### src/rtl/uart_link_consts.svh
`ifndef UART_LINK_CONSTS_SVH
`define UART_LINK_CONSTS_SVH

// apb address width, byte offsets.
`define UART_LINK_ADDR_W 8

// register offsets.
`define REG_CTRL      8'h00
`define REG_BAUD      8'h04
`define REG_STATUS    8'h08
`define REG_RX_COUNT  8'h0C
`define REG_ERR_COUNT 8'h10
`define REG_LAST      8'h14

// bit period after reset, in clocks.
`define BIT_PERIOD_RESET 16'd16
// smaller periods leave no room for the half-bit start check.
`define BIT_PERIOD_MIN   16'd4

`endif

### src/rtl/uart_link_pkg.sv
package uart_link_pkg;

    // one uart payload byte.
    typedef logic [7:0] frame_byte_t;

    // clocks per serial bit.
    typedef logic [15:0] bit_period_t;

    // saturating event counter.
    typedef logic [15:0] event_count_t;

endpackage

### src/rtl/seq_checker.sv
`timescale 1ns/1ns

module seq_checker import uart_link_pkg::*; (
    input  logic        clk,
    input  logic        rst,
    input  logic        chk_en,
    input  logic        rx_valid,
    input  frame_byte_t rx_data,
    output frame_byte_t expected,
    output logic        mismatch
);
    logic synced;

    // first byte after enable only seeds the expected value.
    // every byte reseeds it, so one bad byte gives one mismatch.
    always_ff @(posedge clk) begin
        if (rst) begin
            synced   <= 1'b0;
            expected <= '0;
            mismatch <= 1'b0;
        end else begin
            mismatch <= 1'b0;
            if (!chk_en) begin
                synced <= 1'b0;
            end else if (rx_valid) begin
                synced   <= 1'b1;
                expected <= rx_data + 1'b1;
                mismatch <= synced && (rx_data != expected);
            end
        end
    end

endmodule

### src/rtl/seq_source.sv
`timescale 1ns/1ns

module seq_source import uart_link_pkg::*; (
    input  logic        clk,
    input  logic        rst,
    input  logic        tx_en,
    input  logic        busy,
    output logic        start,
    output frame_byte_t data
);
    localparam logic S_WAIT = 1'b0;
    localparam logic S_SEND = 1'b1;

    logic state;

    // start is held with data until the transmitter goes busy.
    // busy can only rise from our own start, so it marks acceptance.
    always_ff @(posedge clk) begin
        if (rst) begin
            state <= S_WAIT;
            start <= 1'b0;
            data  <= '0;
        end else begin
            case (state)
                S_WAIT: begin
                    if (busy) begin
                        // frame taken, next byte.
                        start <= 1'b0;
                        data  <= data + 1'b1;
                        state <= S_SEND;
                    end else begin
                        start <= tx_en;
                    end
                end
                default: begin
                    // frame in flight, stall until the line is free.
                    if (!busy) begin
                        start <= tx_en;
                        state <= S_WAIT;
                    end
                end
            endcase
        end
    end

endmodule

### src/rtl/uart_link_regs.sv
`timescale 1ns/1ns
`include "uart_link_consts.svh"

module uart_link_regs import uart_link_pkg::*; (
    input  logic                         clk,
    input  logic                         rst,
    input  logic                         psel,
    input  logic                         penable,
    input  logic                         pwrite,
    input  logic [`UART_LINK_ADDR_W-1:0] paddr,
    input  logic [31:0]                  pwdata,
    output logic [31:0]                  prdata,
    output logic                         pready,
    output logic                         pslverr,
    output logic                         tx_en,
    output logic                         chk_en,
    output logic                         parity_en,
    output bit_period_t                  bit_period,
    input  logic                         rx_valid,
    input  frame_byte_t                  rx_data,
    input  frame_byte_t                  expected,
    input  logic                         mismatch,
    input  logic                         parity_err,
    input  logic                         frame_err,
    input  logic                         tx_busy
);
    logic         access;
    logic         wr;
    logic         mapped;
    logic         baud_bad;
    logic         line_err;
    logic         line_err_q;
    logic         err_event;
    logic         mismatch_s;
    logic         parity_err_s;
    logic         frame_err_s;
    event_count_t rx_count;
    event_count_t err_count;

    // access phase of a transfer, never stretched.
    assign access = psel & penable;
    assign wr     = access & pwrite;
    assign pready = access;

    // baud writes below the floor are dropped.
    assign baud_bad = pwrite && (paddr == `REG_BAUD) && (pwdata[15:0] < `BIT_PERIOD_MIN);
    assign pslverr  = access & (~mapped | baud_bad);

    // read mux, also flags unmapped offsets.
    always_comb begin
        mapped = 1'b1;
        prdata = '0;
        case (paddr)
            `REG_CTRL:      prdata = {29'd0, parity_en, chk_en, tx_en};
            `REG_BAUD:      prdata = {16'd0, bit_period};
            `REG_STATUS:    prdata = {28'd0, tx_busy, frame_err_s, parity_err_s, mismatch_s};
            `REG_RX_COUNT:  prdata = {16'd0, rx_count};
            `REG_ERR_COUNT: prdata = {16'd0, err_count};
            `REG_LAST:      prdata = {16'd0, expected, rx_data};
            default:        mapped = 1'b0;
        endcase
    end

    // control and bit period.
    always_ff @(posedge clk) begin
        if (rst) begin
            tx_en      <= 1'b0;
            chk_en     <= 1'b0;
            parity_en  <= 1'b0;
            bit_period <= `BIT_PERIOD_RESET;
        end else if (wr) begin
            if (paddr == `REG_CTRL) begin
                tx_en     <= pwdata[0];
                chk_en    <= pwdata[1];
                parity_en <= pwdata[2];
            end
            if ((paddr == `REG_BAUD) && !baud_bad) begin
                bit_period <= pwdata[15:0];
            end
        end
    end

    // sticky status, a new event beats a clear.
    always_ff @(posedge clk) begin
        if (rst) begin
            mismatch_s   <= 1'b0;
            parity_err_s <= 1'b0;
            frame_err_s  <= 1'b0;
        end else begin
            if (wr && (paddr == `REG_STATUS)) begin
                if (pwdata[0]) mismatch_s <= 1'b0;
                if (pwdata[1]) parity_err_s <= 1'b0;
                if (pwdata[2]) frame_err_s <= 1'b0;
            end
            if (mismatch) mismatch_s <= 1'b1;
            if (rx_valid && parity_err) parity_err_s <= 1'b1;
            if (rx_valid && frame_err) frame_err_s <= 1'b1;
        end
    end

    // line errors come with rx_valid, mismatch one cycle later.
    // a mismatch on a byte already counted as a line error is skipped.
    assign line_err  = rx_valid & (parity_err | frame_err);
    assign err_event = line_err | (mismatch & ~line_err_q);

    // saturating counters, cleared by any write.
    always_ff @(posedge clk) begin
        if (rst) begin
            line_err_q <= 1'b0;
            rx_count   <= '0;
            err_count  <= '0;
        end else begin
            line_err_q <= line_err;
            if (wr && (paddr == `REG_RX_COUNT)) begin
                rx_count <= '0;
            end else if (rx_valid && (rx_count != '1)) begin
                rx_count <= rx_count + 1'b1;
            end
            if (wr && (paddr == `REG_ERR_COUNT)) begin
                err_count <= '0;
            end else if (err_event && (err_count != '1)) begin
                err_count <= err_count + 1'b1;
            end
        end
    end

endmodule

### src/rtl/uart_link_top.sv
`timescale 1ns/1ns
`include "uart_link_consts.svh"

module uart_link_top import uart_link_pkg::*; (
    input  logic                         clk,
    input  logic                         rst,
    input  logic                         psel,
    input  logic                         penable,
    input  logic                         pwrite,
    input  logic [`UART_LINK_ADDR_W-1:0] paddr,
    input  logic [31:0]                  pwdata,
    output logic [31:0]                  prdata,
    output logic                         pready,
    output logic                         pslverr,
    output logic                         tx,
    input  logic                         rx
);
    logic        tx_en;
    logic        chk_en;
    logic        parity_en;
    bit_period_t bit_period;
    logic        start;
    frame_byte_t tx_data;
    logic        tx_busy;
    logic        rx_valid;
    frame_byte_t rx_data;
    logic        parity_err;
    logic        frame_err;
    frame_byte_t expected;
    logic        mismatch;

    // register block steers both sides.
    uart_link_regs i_regs (
        .clk        (clk),
        .rst        (rst),
        .psel       (psel),
        .penable    (penable),
        .pwrite     (pwrite),
        .paddr      (paddr),
        .pwdata     (pwdata),
        .prdata     (prdata),
        .pready     (pready),
        .pslverr    (pslverr),
        .tx_en      (tx_en),
        .chk_en     (chk_en),
        .parity_en  (parity_en),
        .bit_period (bit_period),
        .rx_valid   (rx_valid),
        .rx_data    (rx_data),
        .expected   (expected),
        .mismatch   (mismatch),
        .parity_err (parity_err),
        .frame_err  (frame_err),
        .tx_busy    (tx_busy)
    );

    // transmit side.
    seq_source i_source (
        .clk   (clk),
        .rst   (rst),
        .tx_en (tx_en),
        .busy  (tx_busy),
        .start (start),
        .data  (tx_data)
    );

    uart_tx i_tx (
        .clk        (clk),
        .rst        (rst),
        .bit_period (bit_period),
        .parity_en  (parity_en),
        .start      (start),
        .data       (tx_data),
        .tx         (tx),
        .busy       (tx_busy)
    );

    // receive side.
    uart_rx i_rx (
        .clk        (clk),
        .rst        (rst),
        .bit_period (bit_period),
        .parity_en  (parity_en),
        .rx         (rx),
        .rx_valid   (rx_valid),
        .rx_data    (rx_data),
        .parity_err (parity_err),
        .frame_err  (frame_err)
    );

    seq_checker i_checker (
        .clk      (clk),
        .rst      (rst),
        .chk_en   (chk_en),
        .rx_valid (rx_valid),
        .rx_data  (rx_data),
        .expected (expected),
        .mismatch (mismatch)
    );

endmodule

### src/rtl/uart_rx.sv
`timescale 1ns/1ns

module uart_rx import uart_link_pkg::*; (
    input  logic        clk,
    input  logic        rst,
    input  bit_period_t bit_period,
    input  logic        parity_en,
    input  logic        rx,
    output logic        rx_valid,
    output frame_byte_t rx_data,
    output logic        parity_err,
    output logic        frame_err
);
    localparam logic [1:0] S_IDLE  = 2'd0;
    localparam logic [1:0] S_START = 2'd1;
    localparam logic [1:0] S_DATA  = 2'd2;
    localparam logic [1:0] S_STOP  = 2'd3;

    logic        rx_meta;
    logic        rx_sync;
    logic        rx_prev;
    logic [1:0]  state;
    bit_period_t period_q;
    bit_period_t clk_cnt;
    logic [3:0]  bit_idx;
    logic        par_q;
    logic        par_acc;
    logic        sample;
    logic        fall;
    frame_byte_t shift;

    // two-flop synchronizer, third flop for the edge.
    always_ff @(posedge clk) begin
        if (rst) begin
            rx_meta <= 1'b1;
            rx_sync <= 1'b1;
            rx_prev <= 1'b1;
        end else begin
            rx_meta <= rx;
            rx_sync <= rx_meta;
            rx_prev <= rx_sync;
        end
    end

    assign fall   = rx_prev & ~rx_sync;
    assign sample = (clk_cnt == '0);

    // receive fsm, status outputs pulse with rx_valid only.
    always_ff @(posedge clk) begin
        if (rst) begin
            state      <= S_IDLE;
            clk_cnt    <= '0;
            bit_idx    <= '0;
            par_acc    <= 1'b0;
            rx_valid   <= 1'b0;
            parity_err <= 1'b0;
            frame_err  <= 1'b0;
        end else begin
            rx_valid   <= 1'b0;
            parity_err <= 1'b0;
            frame_err  <= 1'b0;
            if ((state != S_IDLE) && !sample) begin
                clk_cnt <= clk_cnt - 1'b1;
            end
            case (state)
                S_IDLE: begin
                    // wait half a bit to land mid start bit.
                    if (fall) begin
                        state   <= S_START;
                        clk_cnt <= (bit_period >> 1) - 1'b1;
                    end
                end
                S_START: begin
                    if (sample) begin
                        // glitch if the line is high again.
                        state   <= rx_sync ? S_IDLE : S_DATA;
                        clk_cnt <= period_q - 1'b1;
                        bit_idx <= '0;
                        par_acc <= 1'b0;
                    end
                end
                S_DATA: begin
                    if (sample) begin
                        // parity bit, when on, is the ninth sample.
                        par_acc <= par_acc ^ rx_sync;
                        clk_cnt <= period_q - 1'b1;
                        bit_idx <= bit_idx + 1'b1;
                        if (bit_idx == (par_q ? 4'd8 : 4'd7)) begin
                            state <= S_STOP;
                        end
                    end
                end
                default: begin
                    if (sample) begin
                        state      <= S_IDLE;
                        rx_valid   <= 1'b1;
                        frame_err  <= ~rx_sync;
                        // even parity leaves the running xor at 0.
                        parity_err <= par_q & par_acc;
                    end
                end
            endcase
        end
    end

    // frame settings and payload.
    always_ff @(posedge clk) begin
        if ((state == S_IDLE) && fall) begin
            period_q <= bit_period;
            par_q    <= parity_en;
        end
        if ((state == S_DATA) && sample && (bit_idx < 4'd8)) begin
            shift <= {rx_sync, shift[7:1]};
        end
        if ((state == S_STOP) && sample) begin
            rx_data <= shift;
        end
    end

endmodule

### src/rtl/uart_tx.sv
`timescale 1ns/1ns

module uart_tx import uart_link_pkg::*; (
    input  logic        clk,
    input  logic        rst,
    input  bit_period_t bit_period,
    input  logic        parity_en,
    input  logic        start,
    input  frame_byte_t data,
    output logic        tx,
    output logic        busy
);
    bit_period_t period_q;
    bit_period_t clk_cnt;
    logic [3:0]  bits_left;
    logic [9:0]  shift;
    logic        accept;
    logic        bit_end;

    // a start seen while idle is taken at once.
    assign accept  = start & ~busy;
    assign bit_end = (clk_cnt == '0);

    // start bit goes out on acceptance.
    // bits_left counts data, parity and stop after it.
    always_ff @(posedge clk) begin
        if (rst) begin
            busy      <= 1'b0;
            tx        <= 1'b1;
            clk_cnt   <= '0;
            bits_left <= '0;
        end else if (accept) begin
            busy      <= 1'b1;
            tx        <= 1'b0;
            clk_cnt   <= bit_period - 1'b1;
            bits_left <= parity_en ? 4'd10 : 4'd9;
        end else if (busy) begin
            if (bit_end) begin
                if (bits_left == '0) begin
                    // stop bit done, line stays high.
                    busy <= 1'b0;
                    tx   <= 1'b1;
                end else begin
                    tx        <= shift[0];
                    bits_left <= bits_left - 1'b1;
                    clk_cnt   <= period_q - 1'b1;
                end
            end else begin
                clk_cnt <= clk_cnt - 1'b1;
            end
        end
    end

    // frame image, lsb first.
    // without parity the slot after the data is already the stop bit.
    always_ff @(posedge clk) begin
        if (accept) begin
            period_q <= bit_period;
            shift    <= {1'b1, parity_en ? ^data : 1'b1, data};
        end else if (busy && bit_end && (bits_left != '0)) begin
            shift <= {1'b1, shift[9:1]};
        end
    end

endmodule

### config.mk
export PLATFORM = sky130hd
export DESIGN_NAME = uart_link_top
export DESIGN_NICKNAME = d
export VERILOG_FILES = /design/src/rtl/uart_link_pkg.sv /design/src/rtl/seq_checker.sv /design/src/rtl/seq_source.sv /design/src/rtl/uart_link_regs.sv /design/src/rtl/uart_link_top.sv /design/src/rtl/uart_rx.sv /design/src/rtl/uart_tx.sv
export VERILOG_INCLUDE_DIRS = /design/src /design/src/rtl
export SDC_FILE = /design/constraint.sdc
export NUM_CORES = 1
export LEC_CHECK = 0
export ABC_AREA = 1
export BUFFER_PORTS_ARGS = -buffer_cell sky130_fd_sc_hd__buf_2
export CAP_MARGIN = 20
export CELL_PAD_IN_SITES_DETAIL_PLACEMENT = 0
export CELL_PAD_IN_SITES_GLOBAL_PLACEMENT = 2
export CORE_MARGIN = 3
export CORE_UTILIZATION = 31
export CTS_CLUSTER_SIZE = 8
export DETAILED_ROUTE_END_ITERATION = 6
export PLACE_DENSITY_LB_ADDON = 0.1
export SYNTH_ARGS = -nofsm -noshare
export SYNTH_HDL_FRONTEND = slang
export SYNTH_HIERARCHICAL = 1
export SYNTH_SLANG_ARGS = --single-unit
### constraint.sdc
create_clock -name clk -period 2.2 [get_ports clk]
set_clock_uncertainty 0.15 [all_clocks]
set_input_delay 0.22 -clock clk [delete_from_list [all_inputs] [get_ports clk]]
set_output_delay 0.22 -clock clk [all_outputs]
set_load 0.01 [all_outputs]
==> impl_metrics.toml, run 1 <==
[timing]
finalSetupViolations = 0
tightest_slew_ns = 0.577
period_minus_slack_ns = 2.07
relSlewSlack_pct = 61.3
timing.hold.ws_ns = 0.212
fmax_ghz = 0.483
rsz0062_at_grt = "yes"
finalSetupTns_ns = 0
setup_ws_ns = 0.131
final_max_slew_viol_count = 0
period_share_pct = 94.1
hold_viol_final = 0

[detailed_routing]
drc_errors = 0
avgViaCountPerCell = 4.62
ant_nets = 0
first_pass_iters = 4
first_iter_violations = 467
finalWirelength_mm = 32.8
wl_per_cell_um = 15.3
num_vias = 9901

[clocking]
htree_num_levels = 4
clockBufferDepth = 2
cts_sinks = 184
clk_pin_slew_ns = 0.07
clkLatencyLatePin_ns = 0.44
root_buffer = "clkbuf_16"
numCtsBuffers = 17
cts_tree = "built"

[run_status]
status = "complete, no violations"

[placement]
numPortBuffers = 48
place_congestion = 0.894
dp_hpwl_mm = 25.0
place_ws_ns = 0.00916
dpl.cell_count = 2089

[logic_synthesis]
synth_compound_area_share_pct = 10.0
synthMuxAreaShare_pct = 0
synth_adder_area_share_pct = 1.95
netlist_top_cells_area = "dfxtp_1 (23%), edfxtp_1 (16%), nand2_1 (16%)"
synth_xor_area_share_pct = 3.04
synth_top_area_cell = "dfxtp_1"
syn_avg_cell_area_sq_um = 7.01
synthSimpleGateAreaFrac_pct = 36.5
synth.distinct_cells = 52
synth_top_area_share_pct = 23.1
synth_top_family_by_area = "simple AND/OR/NAND/NOR gates"
ys_warn_count = 6
ys_ff_latch = 184
ys_seq_area_share_pct = 39.0
syn_area_sq_um = 10900
netlist_instances = 1560

[setup_path]
arrival_ns = 1.70
worstSetupPathType = "in -> out"
worstSetupStartpointType = "input pin"
ff2ff_path_depth = 15
cp-end-kind = "output port"
cp_max_fo = 2
crit_required_ns = 1.83

[floorplanning]
core_area_sq_um = 34600
dieArea_sq_um = 37600
start_util_pct = 31.6
ios = 81
die_x_um = 194
fp-row-count = 68
fp.dieH_um = 194

[hold_path]
hold_class = "in -> reg"
hold_path_depth = 5

[finish]
diodes = 0
layout.nets = 1737
drive_gt1_share_pct = 15.4
area_delta_synth_final_pct = 17.5
fin_cells = 2142
fin_util_pct = 37.1
fillerInstances = 3712

[global_routing]
grt-ovfl-total = 0
grt_max_degree = 32
antenna_found_initial = 0
grt_pass1_wl_mm = 53.4
grt_pass1_vias = 9720
grtUsageTotal_pct = 17.8

[pwr]
ir_drop_uv = 585
p_leak_nw = 5.52
pwr_density_cell_nw_per_um2 = 713

[job]
maxCapViolations = 0
==> where the power goes <==
part	leakage (nW)	total (mW)	internal, mW	switching (mW)
clock	0.280	3.19	1.72	1.47
combinational	3.69	2.25	0.758	1.49
sequential	1.55	3.72	3.61	0.117
total	5.52	9.16	6.08	3.08
==> area by class of cell <==
cell class / count / area, sq um / area share, %
Clock inverter: 13 / 141 / 1.10
Inverter: 190 / 718 / 5.59
Timing Repair Buffer: 127 / 936 / 7.28
Sequential cell: 184 / 4270 / 33.2
Multi-Input combinational cell: 1154 / 5770 / 44.9
Tap cell: 455 / 569 / 4.43
Clock buffer: 19 / 443 / 3.45
==> synthesized netlist by cell type, drive strengths merged <==
cell type and number:
nor4 1, clkbuf 7, inv 188, or2 19
a21oi 94, a31oi 3, o221ai 2, xor2 18
o22ai 6, edfxtp 58, ha 17, o211ai 3
nand4 23, o21ai 55, nand3 131, o21bai 14
conb 1, buf 40, nor3 9, a31o 1
a21boi 1, nand2 471, clkinv 2, dfxtp 126
xnor2 20, a211oi 1, nand3b 2, o31ai 1
o2111ai 7, nor2 239
==> worst max-delay path: stages <==
cell	delay, ns
dlygate4sd3_1	0.53
buf_2	0.15
nor2_1	0.14
nand2_1	0.09
nor2_2	0.13
nand3_2	0.15
a21oi_2	0.15
buf_2	0.14
==> logic make-up (layout without fill, tap and decap cells) <==
kind of cell,Yosys count,in the layout
other,1,16
flip-flops,184,184
adder cells (fa/ha/maj),17,17
XOR/XNOR,38,38
buffers and inverters,237,349
AO/OA/AOI/OAI,188,188
AND/OR/NAND/NOR,895,895
==> through the flow <==
step / total power [mW] / cell area, sq um
after floorplan: 5.49 / 11000
after global placement: 6.07 / 12000
after detailed placement: 6.05 / 12000
after CTS: 9.32 / 12700
after global routing: 9.76 / 12900
final: 9.16 / 12900
==> flip-flops by register name, indices dropped and copies added, names as in the netlist, 8 cells and up <==
register,cells
i_regs/bit_period,16
i_regs/err_count,16
i_regs/rx_count,16
i_rx/clk_cnt,16
i_rx/period_q,16
i_tx/clk_cnt,16
i_tx/period_q,16
i_tx/shift,9
i_checker/expected,8
i_rx/rx_data,8
i_rx/shift,8
i_source/data,8
==> metal layers <==
metal	part of all wire (%)	global-route usage, %
met3	3.0	2.90
met4	1.3	3.62
met2	46	29.0
met1	49	25.0
met5	0	0
==> timing repair <==
action	in CTS	in global routing
gates resized for setup	0	32
endpoints found under the setup margin	0	22
hold buffers	18	0
setup buffers	0	3
endpoints found under the hold margin	24	0
==> worst paths after layout <==
kind / startpoint / to / slack (ns)
max reg2reg: i_tx/clk_cnt[4]$_SDFFE_PP0P_ / i_tx/clk_cnt[11]$_SDFFE_PP0P_ / 0.18
max: pwdata[8] / pslverr / 0.13
min: paddr[2] / i_regs/bit_period[4]$_SDFFE_PP1P_ / 0.21
min reg2reg: i_rx/rx_meta$_SDFF_PP1_ / i_rx/rx_sync$_SDFF_PP1_ / 0.26
==> cells in the final DEF (no fill, tap or decap), types with 4 or more instances in the layout <==
cell and n:
inv_6 4, nand3_1 120, buf_12 4, dlygate4sd3_1 18, o21ai_0 35, or2_1 6, or2_0 9, or2_2 4
dfxtp_2 7, o21ai_1 17, nand3_2 8, nand2_2 22, o22ai_1 6, nand2_1 444, nor2_4 15, nor3_1 6
inv_1 172, dfxtp_1 119, nor2_1 201, nand2_4 4, inv_2 14, clkbuf_16 17, conb_1 16, ha_1 16
a21oi_2 10, a21oi_1 84, nand4_1 23, clkinv_1 4, o21bai_1 14, edfxtp_1 58, xor2_1 18, buf_2 48
o2111ai_1 7, buf_4 55, nor2_2 20, xnor2_1 20
Note: power is estimated with default switching activity, not from simulation.
==> run 2: changes to the inputs <==
- GPL_TIMING_DRIVEN: not set -> 0
==> run 2 against run 1 <==
Effect of this change: sequential power hardly changed; sequential share of layout area is 0.30 points lower; wire length grew 3.6%; non-clock buffer count grew 6; register-to-register slack lost 0.12 ns; maximum frequency fell by 3.2%; critical path type is now reg -> reg.
==> impl_metrics.toml, run 2 (same netlist as run 1, synthesis figures left out) <==
[detailed_routing]
avgViaCountPerCell = 4.64
first_iter_violations = 616
finalWirelength_mm = 34.0
num_vias = 9961
ant_nets = 0
wl_per_cell_um = 15.8
drc_errors = 0
first_pass_iters = 5

[setup_path]
crit_required_ns = 2.39
endpoint = "i_tx/clk_cnt[8]$_SDFFE_PP0P_"
cp-startpoint = "i_source/start$_SDFFE_PP0P_"
timing.rr.end = "i_tx/clk_cnt[8]$_SDFFE_PP0P_"
cp_max_fo = 8
arrival_ns = 2.33
worstReg2RegStart = "i_source/start$_SDFFE_PP0P_"
r2r_setup_slack_ns = 0.06
worstSetupStartpointType = "flip-flop"
worstSetupPathType = "reg -> reg"
ff2ff_path_depth = 13
cp-end-kind = "flip-flop"

[global_routing]
grt_pass1_vias = 9382
met2_usage_pct = 29.0
grt_max_degree = 24
busiest_layer = "met2"
antenna_found_initial = 0
gr-usage-met3_pct = 3.08
grt_pass1_wl_mm = 53.5
grt-ovfl-total = 0
met1_usage_pct = 25.7
grtUsageTotal_pct = 18.0

[finish]
layout_common_cells = "nand2_1 (442), nor2_1 (194), inv_1 (171), dfxtp_1 (121), nand3_1 (119)"
final_common_cell = "nand2_1"
drive_gt1_share_pct = 16.2
fin_util_pct = 37.4
area_delta_synth_final_pct = 18.6
fillerInstances = 3762
diodes = 0
layout.nets = 1744

[pwr]
pwr_density_cell_nw_per_um2 = 709
p_total_mw = 9.20
swShare_pct = 33.9
ir_drop_uv = 514
net-switching-power_mw = 3.12
p_seq_share_pct = 40.7
pwr-share-comb_pct = 24.7
clkPwrFrac_pct = 34.7
p_leak_nw = 5.54
p_int_mw = 6.08

[clocking]
cts_sinks = 184
root_buffer = "clkbuf_16"
numCtsBuffers = 17
htree_num_levels = 4
cts_tree = "built"
clk_pin_slew_ns = 0.08
clockBufferDepth = 2
clkLatencyLatePin_ns = 0.44

[placement]
dp_hpwl_mm = 25.6
place_congestion = 0.846
numPortBuffers = 48

[timing]
hold_viol_final = 0
fmax_ghz = 0.468
period_minus_slack_ns = 2.14
final_max_slew_viol_count = 0
tightest_slew_ns = 0.703
rsz0062_at_grt = "yes"
relSlewSlack_pct = 53.1
finalSetupViolations = 0
period_share_pct = 97.1

[floorplanning]
core_area_sq_um = 34600
ios = 81
start_util_pct = 31.6
dieArea_sq_um = 37600
fp.dieH_um = 194
fp-row-count = 68
die_x_um = 194

[hold_path]
hold_path_depth = 2
hold_class = "in -> reg"

[run_status]
status = "complete, no violations"

[job]
maxCapViolations = 0
-- run 2: cell types whose count changed in the layout (fill, tap and decap cells not counted), moves of 3 or more --
cell	delta
nor2_2	+3
buf_8	+3
nor2_4	+5
nor2_1	-7
nand2_4	+3
clkbuf_1	+8
buf_2	+8
buf_4	-15
buf_6	+4
dfxtp_2	-3
-- run 2: how the worst min path moves through the flow --
| stage | startpoint | endpoint | slack [ns] |
|---|---|---|---|
| finish | rst | i_source/state$_SDFF_PP0_ | 0.15 |
| floorplan | rst | i_regs/frame_err_s$_SDFFE_PP0P_ | 0.14 |
| global placement | i_rx/rx_meta$_SDFF_PP1_ | i_rx/rx_sync$_SDFF_PP1_ | 0.25 |
| detailed placement | i_rx/rx_meta$_SDFF_PP1_ | i_rx/rx_sync$_SDFF_PP1_ | 0.24 |
| global route | rst | i_source/state$_SDFF_PP0_ | 0.14 |
| CTS | rst | i_source/state$_SDFF_PP0_ | 0.13 |
-- run 2: layout make-up --
| class | count | area (sq um) | share of cell area, % |
|---|---|---|---|
| plain buffers | 47 | 340 | 2.62 |
| well taps | 455 | 569 | 4.39 |
| clock inverters | 12 | 143 | 1.10 |
| clock buffers | 20 | 447 | 3.44 |
| multi-input cells | 1155 | 5880 | 45.3 |
| flip-flops and latches | 184 | 4270 | 33.0 |
| inverters | 190 | 718 | 5.54 |
| repair buffers | 86 | 601 | 4.63 |
-- run 2: metal layers --
metal	share of wire (%)	vias to the layer above
li1	-	5216
met1	50	4575
met2	46	150
met3	3.1	20
met4	1.1	0
met5	0	-
-- run 2: worst max-delay path, stage by stage (launching register included) --
cell and delay, ns:
dfxtp_2 0.34, inv_2 0.05, nor2_4 0.11, inv_4 0.07
buf_8 0.13, or2_1 0.23, nand2_2 0.10, ha_4 0.16
nand2_4 0.05, nor2_4 0.20, nand2_4 0.10, xor2_1 0.16
o21ai_1 0.13, inv_1 0.05
-- run 2: metrics by stage --
stage          cell area (sq um)  TNS (ns)  hold WS (ns)  cells  worst slack (ns)
2_1_floorplan              11000         0         0.139   1575             0.117
3_3_place_gp               11800     -9.08         0.250   2078            -0.360
3_5_place_dp               11800     -6.61         0.243   2079            -0.342
4_1_cts                    12700         0         0.128   2136           0.00567
5_1_grt                    13000    -0.171         0.136   2149           -0.0550
6_report                   13000         0         0.146   2149            0.0628
-- run 2: what timing repair did --
action | CTS | global route
cloned | 1 | 0
hold buffers | 17 | 0
pin swaps | 6 | 16
endpoints found under the hold margin | 22 | 0
setup endpoints to repair | 48 | 57
gates resized for setup | 14 | 50
setup buffers | 7 | 13
-- run 2: power by group through the flow --
stage | combinational [mW] | clock, mW | sequential, mW
after floorplan | 1.71 | 0 | 3.78
after global placement | 2.22 | 0 | 3.82
after detailed placement | 2.21 | 0 | 3.82
after CTS | 2.26 | 3.32 | 3.74
after global routing | 2.56 | 3.44 | 3.76
final | 2.27 | 3.19 | 3.74
